### src/logic/ctn_pkg.sv
////////////////////////////////////////
// Shared types and constants for the CTN memory path
// and the always-on power-on sequencer
////////////////////////////////////////

package ctn_pkg;

  ////////////////////////////////////////
  // Bus geometry
  ////////////////////////////////////////

  localparam int CtnNumHosts = 2;
  localparam int CtnHostIdW  = 1;
  localparam int CtnAddrW    = 32;
  localparam int CtnDataW    = 32;
  localparam int CtnMaskW    = CtnDataW / 8;  // One strobe per byte

  ////////////////////////////////////////
  // RAM window
  ////////////////////////////////////////

  localparam int                  CtnRamAw        = 8;             // 256 words
  localparam logic [CtnAddrW-1:0] CtnRamBase      = 32'h0001_0000;
  localparam int                  CtnRamSizeBytes = 1024;
  localparam int                  CtnRspLatency   = 3;             // Accept edge to response

  // Counter value where the supply pattern settles
  localparam int PorStableCount = 12;

  typedef enum logic {
    CtnRead  = 1'b0,
    CtnWrite = 1'b1
  } ctn_op_e;

  // Supply-good phases of the power-on sequence
  typedef enum logic [1:0] {
    PorRampLow    = 2'd0,
    PorGlitchHigh = 2'd1,
    PorDipLow     = 2'd2,
    PorStable     = 2'd3
  } por_state_e;

  typedef struct packed {
    ctn_op_e               op;
    logic [CtnAddrW-1:0]   addr;
    logic [CtnDataW-1:0]   wdata;
    logic [CtnMaskW-1:0]   wmask;
    logic [CtnHostIdW-1:0] host_id;
  } ctn_req_t;

  typedef struct packed {
    logic [CtnDataW-1:0]   rdata;
    logic                  err;
    logic [CtnHostIdW-1:0] host_id;
  } ctn_rsp_t;

  // Rides through the RAM pipeline untouched
  typedef struct packed {
    logic                  err;
    logic [CtnHostIdW-1:0] host_id;
  } ctn_ram_tag_t;

  typedef struct packed {
    logic                we;
    logic [CtnRamAw-1:0] addr;  // Word address
    logic [CtnDataW-1:0] wdata;
    logic [CtnMaskW-1:0] wmask;
    ctn_ram_tag_t        tag;
  } ctn_ram_cmd_t;

endpackage
### src/logic/ctn_sram_adapter.sv
////////////////////////////////////////
// Window check and word translation in front of the CTN RAM
// Builds in-order responses from the tag that returns with the data
////////////////////////////////////////

`timescale 1ns/1ps

module ctn_sram_adapter (
  input  logic                          clk_aon,
  input  logic                          fabric_rst_n_i,
  // Merged request stream
  input  logic                          arb_valid_i,
  input  ctn_pkg::ctn_req_t             arb_req_i,
  // RAM command side
  output logic                          ram_cmd_valid_o,
  output ctn_pkg::ctn_ram_cmd_t         ram_cmd_o,
  // RAM return side
  input  logic                          ram_rsp_valid_i,
  input  logic [ctn_pkg::CtnDataW-1:0]  ram_rdata_i,
  input  ctn_pkg::ctn_ram_tag_t         ram_tag_i,
  // Response to the hosts
  output logic                          rsp_valid_o,
  output ctn_pkg::ctn_rsp_t             rsp_o
);

  import ctn_pkg::*;

  logic         in_window;
  ctn_ram_cmd_t cmd_d;
  ctn_ram_cmd_t cmd_q;
  logic         cmd_valid_q;

  ////////////////////////////////////////
  // Decode
  ////////////////////////////////////////

  // Window is size aligned so a masked compare is enough
  assign in_window = (arb_req_i.addr & ~(CtnAddrW'(CtnRamSizeBytes) - 1'b1)) == CtnRamBase;

  always_comb begin
    cmd_d             = '0;
    cmd_d.we          = in_window && (arb_req_i.op == CtnWrite);
    cmd_d.addr        = arb_req_i.addr[CtnRamAw+1:2];  // Byte offset to word index
    cmd_d.wdata       = arb_req_i.wdata;
    cmd_d.wmask       = arb_req_i.wmask;
    cmd_d.tag.err     = !in_window;
    cmd_d.tag.host_id = arb_req_i.host_id;
  end

  ////////////////////////////////////////
  // Command register
  ////////////////////////////////////////

  always_ff @(posedge clk_aon) begin
    if (!fabric_rst_n_i) begin
      cmd_valid_q <= 1'b0;
    end else begin
      cmd_valid_q <= arb_valid_i;
    end
  end

  // Misses still go down the pipe to keep order and latency
  always_ff @(posedge clk_aon) begin
    if (arb_valid_i) begin
      cmd_q <= cmd_d;
    end
  end

  assign ram_cmd_valid_o = cmd_valid_q;
  assign ram_cmd_o       = cmd_q;

  ////////////////////////////////////////
  // Response
  ////////////////////////////////////////

  always_comb begin
    rsp_valid_o   = ram_rsp_valid_i;
    rsp_o.err     = ram_tag_i.err;
    rsp_o.host_id = ram_tag_i.host_id;
    rsp_o.rdata   = ram_tag_i.err ? '0 : ram_rdata_i;  // Error carries no data
  end

endmodule

### config.mk
export PLATFORM = sky130hd
export DESIGN_NAME = ctn_sram_adapter
export DESIGN_NICKNAME = d
export VERILOG_FILES = /design/src/logic/ctn_pkg.sv /design/src/logic/ctn_sram_adapter.sv
export SDC_FILE = /design/constraint.sdc
export NUM_CORES = 1
export LEC_CHECK = 0
export ABC_AREA = 1
export BUFFER_PORTS_ARGS = -buffer_cell sky130_fd_sc_hd__clkbuf_2
export CORE_MARGIN = 5
export CORE_UTILIZATION = 35
export DETAILED_ROUTE_END_ITERATION = 8
export GPL_TIMING_DRIVEN = 0
export PLACE_DENSITY = 0.89
export SYNTH_ARGS = -nofsm -noshare
export SYNTH_HDL_FRONTEND = slang
export SYNTH_SLANG_ARGS = --single-unit
### constraint.sdc
create_clock -name clk_aon -period 0.8 [get_ports clk_aon]
set_input_delay 0.04 -clock clk_aon [delete_from_list [all_inputs] [get_ports clk_aon]]
set_output_delay 0.04 -clock clk_aon [all_outputs]
set_load 0.01 [all_outputs]
==> reports/metrics.cfg <==
[cells_and_area]
final_cell_mix=clkbuf_2, edfxtp_1, dlygate4sd3_1
area_growth_pct=87.2
fin_nets=490
drive_gt1_share_pct=53.0
final_common_cell=clkbuf_2
diodes=0

[global_route]
globalRouteTotalUtil_pct=19.0
grt_max_degree=49
grt_overflow=0
grt_pass1_vias=1946
antenna_found_initial=0
grt_pass1_wl_microns=9340

[synthesis]
synth.yosys.seq_area_share_pct=78.9
synth_area_sq_mm=0.00181
syn_area_per_cell_sq_um=12.7
synth-xor-area-share_pct=0
yosysWarnings=0
ys_types=10
synth_compound_area_share_pct=0
ys_seq_elements=48
synth_top_family_by_area=simple AND/OR/NAND/NOR gates
synthesis.nets=251
syn_inst=143
synthMuxAreaShare_pct=0
synth_simple_gate_area_share_pct=11.8
synthAdderAreaFrac_pct=0

[clock_network]
post_cts_buffers=0
clockBufferDepth=2
cts_made_buffers=5
clockRootBuffer=clkbuf_8
tritoncts=built
clock-sinks=48
cts_max_level=2
clk_pin_slew_ns=0.09

[worst_setup_path]
endpoint_kind=output port
slowest_stage=edfxtp_1
crit_path_start_kind=flop
crit_chain=clkbuf_2
required_ns=0.76
critPathArrivalTime_ns=0.88
crit_start=ram_cmd_o[35]
path_buf_inv=1
critPathMaxFanout=1
crit_type=reg -> out
max_stage_delay_ns=0.43
critPathTopFamily=flip-flops

[route]
drc=0
drt-total-wl_microns=6510
wl_per_cell_microns=14.4
postRouteAntennaNets=0
drt-initial-drc-count=71
via_count=1888
drt_pass1_iterations=4
vias_per_cell=4.17

[floorplanning]
core_area_sq_mm=0.00507
die_h_microns=82.0
fp.dieW_microns=82.0
rows=26
initial_core_util_pct=35.7
io_pins=191
dieArea_sq_mm=0.00672

[power_and_ir_drop]
pwr-share-seq_pct=55.5
pwr-share-clk_pct=25.2
p_leak_uw=0.00180
combPwrFrac_pct=19.4
swShare_pct=24.4
power_switching_uw=1340
max-vdd-ir-drop_mv=0.784
powerDensity_mw_per_mm2=1610
power.internal_uw=4140

[sta]
grt_setup_unrepaired=yes
final-hold-violation-count=0
fin_crit_ns=0.917
slew_headroom_pct=58.3
fmax_mhz=1090
final.period_utilization_pct=115
hold_slack_ns=0.0626
setup_violations=47
tightest_slew_ns=0.625
slew_violations=0
setup_ws_ns=-0.117

[place]
place_ws_ns=-0.487
hpwl_microns=4610
portBuffers=186
place.gp.congestion=0.722

[run]
cap_violations=0

[hold_path]
min_to=ram_cmd_o[46]
min_from=arb_req_i[69]
worstHoldPathCells=3
hp-class=in -> reg

[status]
violations=negative setup slack
status=finished with violations

## worst max path at each step
stage / endpoint / slack [ns] / depth (start not counted)
3_3_place_gp: ram_cmd_o[15] / -0.44 / 1
4_1_cts: ram_cmd_o[24] / -0.10 / 1
6_report: ram_cmd_o[35] / -0.12 / 1
5_1_grt: ram_cmd_o[35] / -0.15 / 1
2_1_floorplan: ram_cmd_o[1] / 0.09 / 3
3_5_place_dp: ram_cmd_o[15] / -0.49 / 1
## routing by layer
layer	up-vias	track usage [%]	wire length [microns]
li1	914	-	-
met1	827	18.5	2110
met2	136	37.6	3420
met3	11	5.48	856
met4	0	6.15	119
met5	-	0	0
## power groups by stage
| stage | logic [uW] | registers, uW | clock network, uW |
|---|---|---|---|
| floorplan | 169 | 3190 | 0 |
| global placement | 841 | 3070 | 0 |
| detailed placement | 866 | 3080 | 0 |
| CTS | 1050 | 3020 | 1410 |
| global route | 1160 | 3050 | 1550 |
| finish | 1060 | 3040 | 1380 |
## repair_timing
item                                    in CTS  in global routing
gates resized for setup                      1                  6
hold buffers                                46                  0
hold endpoints to repair                    46                  0
pin swaps                                    0                  0
endpoints found under the setup margin      95                 48
## logic make-up (layout without fill, tap and decap cells)
logic type             count (synthesis)  count (layout)
buffers and inverters                 41             281
DFF                                   48              48
and+or+nand+nor                       54              54
## cell type report
class | instances | area [sq um]
multi-input combinational | 54 | 214
sequential | 48 | 1430
fill | 364 | 1680
timing repair buffer | 232 | 1410
buffer | 6 | 37.5
inverter | 35 | 131
clock buffer | 5 | 68.8
clock inverter | 3 | 18.8
tap | 70 | 87.6
## cell usage after synthesis (all sizes together)
library cell  instances  share of area (%)
or2                   1               0.35
nand2                 6                1.2
buf                   6                2.1
dfxtp                 1                1.1
nand3                 1               0.55
inv                  35                7.2
nor2                 46                9.7
edfxtp               47                 78
## flip-flops by register name, summed over array words and instances, names as in the netlist
signal and cells:
ram_cmd_o 47, ram_cmd_valid_o 1
## per-stage QoR
stage          TNS (ns)  instances  power (uW)  utilization [%]  area (sq um)
3_5_place_dp     -23.31        399        3950             55.8          2830
2_1_floorplan         0        143        3360                -          1810
5_1_grt           -4.36        453        5760             66.9          3400
6_report          -2.58        453        5480             66.9          3400
4_1_cts           -2.48        453        5480             66.7          3380
3_3_place_gp     -20.85        399        3910             55.8          2830
Power figures use the tool's default switching activity.
