### src/logic/ctn_pkg.sv
////////////////////////////////////////
// Shared types and constants for the CTN memory path
// and the always-on power-on sequencer
////////////////////////////////////////

package ctn_pkg;

  ////////////////////////////////////////
  // Bus geometry
  ////////////////////////////////////////

  localparam int CtnNumHosts = 2;
  localparam int CtnHostIdW  = 1;
  localparam int CtnAddrW    = 32;
  localparam int CtnDataW    = 32;
  localparam int CtnMaskW    = CtnDataW / 8;  // One strobe per byte

  ////////////////////////////////////////
  // RAM window
  ////////////////////////////////////////

  localparam int                  CtnRamAw        = 8;             // 256 words
  localparam logic [CtnAddrW-1:0] CtnRamBase      = 32'h0001_0000;
  localparam int                  CtnRamSizeBytes = 1024;
  localparam int                  CtnRspLatency   = 3;             // Accept edge to response

  // Counter value where the supply pattern settles
  localparam int PorStableCount = 12;

  typedef enum logic {
    CtnRead  = 1'b0,
    CtnWrite = 1'b1
  } ctn_op_e;

  // Supply-good phases of the power-on sequence
  typedef enum logic [1:0] {
    PorRampLow    = 2'd0,
    PorGlitchHigh = 2'd1,
    PorDipLow     = 2'd2,
    PorStable     = 2'd3
  } por_state_e;

  typedef struct packed {
    ctn_op_e               op;
    logic [CtnAddrW-1:0]   addr;
    logic [CtnDataW-1:0]   wdata;
    logic [CtnMaskW-1:0]   wmask;
    logic [CtnHostIdW-1:0] host_id;
  } ctn_req_t;

  typedef struct packed {
    logic [CtnDataW-1:0]   rdata;
    logic                  err;
    logic [CtnHostIdW-1:0] host_id;
  } ctn_rsp_t;

  // Rides through the RAM pipeline untouched
  typedef struct packed {
    logic                  err;
    logic [CtnHostIdW-1:0] host_id;
  } ctn_ram_tag_t;

  typedef struct packed {
    logic                we;
    logic [CtnRamAw-1:0] addr;  // Word address
    logic [CtnDataW-1:0] wdata;
    logic [CtnMaskW-1:0] wmask;
    ctn_ram_tag_t        tag;
  } ctn_ram_cmd_t;

endpackage
### src/logic/por_sequencer.sv
////////////////////////////////////////
// Platform power-on sequence on the always-on clock
// Drives a low/high/low/high supply-good pattern and the fabric reset
////////////////////////////////////////

`timescale 1ns/1ps

module por_sequencer (
  input  logic rst_n_i,
  input  logic clk_aon,
  output logic pok_o,
  output logic fabric_rst_n_o
);

  import ctn_pkg::*;

  logic [3:0] cnt_q;
  por_state_e por_state;
  logic       fabric_rst_n_q;

  ////////////////////////////////////////
  // Supply counter
  ////////////////////////////////////////

  // Counts up once per cycle and sticks at all ones
  always_ff @(posedge clk_aon) begin
    if (!rst_n_i) begin
      cnt_q <= '0;
    end else if (cnt_q != 4'hf) begin
      cnt_q <= cnt_q + 4'd1;
    end
  end

  // Three equal phases before the supply settles
  always_comb begin
    if (cnt_q < 4'(PorStableCount / 3)) begin
      por_state = PorRampLow;
    end else if (cnt_q < 4'(2 * PorStableCount / 3)) begin
      por_state = PorGlitchHigh;  // Short false start
    end else if (cnt_q < 4'(PorStableCount)) begin
      por_state = PorDipLow;
    end else begin
      por_state = PorStable;
    end
  end

  assign pok_o = (por_state == PorGlitchHigh) || (por_state == PorStable);

  ////////////////////////////////////////
  // Fabric reset
  ////////////////////////////////////////

  // Glitch high is passed on, so the fabric is reset twice
  always_ff @(posedge clk_aon) begin
    if (!rst_n_i) begin
      fabric_rst_n_q <= 1'b0;
    end else begin
      fabric_rst_n_q <= pok_o;
    end
  end

  assign fabric_rst_n_o = fabric_rst_n_q;

endmodule

### config.mk
export PLATFORM = sky130hd
export DESIGN_NAME = por_sequencer
export DESIGN_NICKNAME = d
export VERILOG_FILES = /design/src/logic/ctn_pkg.sv /design/src/logic/por_sequencer.sv
export SDC_FILE = /design/constraint.sdc
export NUM_CORES = 1
export LEC_CHECK = 0
export BUFFER_PORTS_ARGS = -buffer_cell sky130_fd_sc_hd__buf_2
export CAP_MARGIN = 30
export CORE_AREA = 4 4 41 43
export CTS_CLUSTER_DIAMETER = 200
export CTS_CLUSTER_SIZE = 8
export DETAILED_ROUTE_END_ITERATION = 8
export DIE_AREA = 0 0 45 47
export PLACE_DENSITY = 0.42
export SLEW_MARGIN = 10
export SYNTH_ARGS = -nofsm -noshare
export SYNTH_HDL_FRONTEND = slang
export SYNTH_SLANG_ARGS = --single-unit
export TNS_END_PERCENT = 10
### constraint.sdc
create_clock -name clk_aon -period 0.9 [get_ports clk_aon]
set_input_delay 0.18 -clock clk_aon [delete_from_list [all_inputs] [get_ports clk_aon]]
set_output_delay 0.18 -clock clk_aon [all_outputs]
set_load 0.1 [all_outputs]
==> summary.md <==
| Metric | Value |
|---|---|
| Outcome | finished, violations left |
| Failing checks | negative setup slack |
| CTS tree | built |
| Reg clk slew, reported paths | 0.04 ns |
| Yosys top cell by area | dfxtp_1 |
| Area Overhead vs Synth | 67.82% |
| Post-Synthesis Net Count | 25 |
| RSZ-0062 raised after global routing | true |
| Fillers | 142 |
| Post-synthesis cell type count | 14 |
| CTS Hold Bufs | 0 |
| Clock Latency Late Sink | 0.24 ns |
| Crit path DAT | 0.76 ns |
| Slew @ Worst Pin | 0.1908 ns |
| Worst path top cell family by delay | flip-flops |
| Crit. End Element | primary output |
| Area occupied by multi-input gates | 133.9 um2 |
| Fin crit share | 1.044 |
| Routed Antenna Nets | 0 |
| Layout Cells excl Fill | 47 |
| Die Y | 47 um |
| Crit Path Max Fanout | 2 |
| Clk buf depth | 2 |
| Largest net degree at the start of global routing | 8 |
| Fin worst setup slack | -0.03925 ns |
| Ys async rst share | 0 |
| Die Span X | 45 um |
| Share of cells above drive strength 1 | 0.5938 |
| Port-buffer cells | 3 |
| Buf/Inv on CP | 1 |
| DR WL/cell | 9.617 um |
| Largest vdd supply drop | 0.0006416 V |
| Final Hold Fails | 0 |
| Vias in the first global route | 187 |
| TNS Setup | -0.1377 ns |
| FP Rows | 13 |
| Cell Area, Synth | 217.7 um2 |
| Num CTS Buffers | 3 |
| H-tree levels | 1 |
| First-iteration detailed-routing DRC count | 0 |
| Worst-path cell chain | buf_12 |
| Syn avg cell area | 9.896 um2 |
| Synth Flop Type | dfxtp_1 |
| Critical setup path kind | reg2out |
| Max Cap Viol | 0 |
| Core Box Area | 0.001301 mm2 |
| Crit path required time | 0.72 ns |
| Worst Clk Skew | 0.001380 ns |
| Final setup violation count | 5 |
| # DRC | 0 |
| Max Clk Rate | 1.065 GHz |
| Total iterations of the first detailed-routing run | 1 |
| Slew Viols, Final | 0 |
| Global-route wire length before repair | 717 um |
| Rel. slew slack | 0.8726 |
| Gr ovfl total | 0 |
| CTS root buf | clkbuf_4 |
| Sequential share of the synthesized area | 0.4598 |
| Pleak | 0.1449 nW |
| Clock Sinks | 5 |
| Max stage delay cell, worst path | dfxtp_4 |
| Flop and latch count out of synthesis | 5 |
| Element type at the critical path start | flop |
| Top cells by area, synth | dfxtp_1 46%, mux2i_1 9.2%, ha_1 5.7% |
| Final wirelength | 452 um |
| Cells after DPL | 41 |
| PD cells | 1696 mW/mm2 |
| Mapped Cells | 22 |
| Hold WC Path Type | in2reg |
| Slowest stage delay, CP | 0.35 ns |
| Fin crit period | 0.9392 ns |
| FF/Latch Area | 107.6 um2 |
| Share of the synthesized area in the top cell type | 0.4598 |
| Avg Vias per Cell | 4.170 |
| Via count | 196 |
| GP Congestion | 0.6547 |
| Initial Util | 0.1673 |
| Initial antenna violation count | 0 |
| Yosys warnings | 0 |
| I/O Pins | 4 |
| Synth cell count leaders | 5 x dfxtp_1, 3 x nand2_1, 2 x mux2i_1, 2 x nand2b_1 |
| Most common cell in the netlist | dfxtp_1 |
| Tot GR Track Use | 0.05538 |
| Die ar. | 0.002115 mm2 |
| # diodes | 0 |
| Nets | 36 |
| Post-synth EDFFs | 0 |
==> path summary, 6_finish.rpt <==
| path | from | endpoint | slack (ns) | cells past startpoint |
|---|---|---|---|---|
| max | cnt_q[2]$_SDFFE_PN0P_ | pok_o | -0.04 | 1 |
| min | rst_n_i | cnt_q[2]$_SDFFE_PN0P_ | 0.21 | 3 |
| max reg2reg | cnt_q[2]$_SDFFE_PN0P_ | cnt_q[0]$_SDFFE_PN0P_ | -0.03 | 3 |
| min reg2reg | cnt_q[3]$_SDFFE_PN0P_ | cnt_q[2]$_SDFFE_PN0P_ | 0.51 | 2 |
==> registers in the layout, indices dropped and copies added (netlist names) <==
signal,count
cnt_q,4
fabric_rst_n_o,1
==> where the power goes <==
group | internal, mW | total [mW] | switching (mW) | leakage, nW
combinational | 0.0520 | 0.111 | 0.0588 | 0.0872
sequential | 0.236 | 0.249 | 0.0130 | 0.0427
clock | 0.168 | 0.260 | 0.0921 | 0.0150
==> layout by cell type (no fill, tap or decap), types with 2 or more instances in the layout <==
cell      count
buf_4         4
nand2_1       3
clkbuf_4      3
dfxtp_2       3
mux2i_1       2
buf_12        2
==> tightest hold or removal path, stage by stage <==
cell     delay [ns]
buf_2          0.14
o21ai_2        0.06
a31oi_1        0.03
==> per-layer routing <==
layer,vias to the layer above,track usage,part of all wire
met5,-,0,0
met4,0,0.03509,0.0088
met2,8,0.08475,0.52
met3,2,0.06897,0.12
met1,90,0.03653,0.35
li1,96,-,-
==> cell families (layout without fill, tap and decap cells) <==
logic type / after synthesis / in the layout / synth area share
multiplexers: 2 / 2 / 0.09196
AND/OR/NAND/NOR: 8 / 8 / 0.2184
flip-flops: 5 / 5 / 0.4598
AO/OA/AOI/OAI: 4 / 4 / 0.1379
buffers and inverters: 2 / 12 / 0.03445
adder cells (fa/ha/maj): 1 / 1 / 0.05746
==> area by class of cell <==
cell class	instances	share of cell area
inverters	1	0.01027
flip-flops and latches	5	0.2945
clock buffers	4	0.07192
well taps	15	0.05137
repair buffers	7	0.2055
multi-input cells	15	0.3664
==> through the flow <==
step / util / setup WS (ns) / cell area, um2 / hold slack [ns] / power (mW)
3_3_place_gp: 0.2260 / -0.07349 / 294.0 / 0.4762 / 0.3387
2_1_floorplan: - / -0.1253 / 220.2 / 0.3134 / 0.3017
5_1_grt: 0.2808 / -0.07521 / 365.4 / 0.2214 / 0.6807
4_1_cts: 0.2779 / -0.05637 / 361.6 / 0.2218 / 0.6383
6_report: 0.2808 / -0.03925 / 365.4 / 0.2053 / 0.6197
3_5_place_dp: 0.2260 / -0.1037 / 294.0 / 0.4821 / 0.3438
==> timing repair <==
item,in CTS,in global routing
endpoints found under the setup margin,5,6
pin swaps,2,0
buffers inserted,2,0
resized for setup,8,1
gates cloned,0,0
Note: power is estimated with default switching activity, not from simulation.
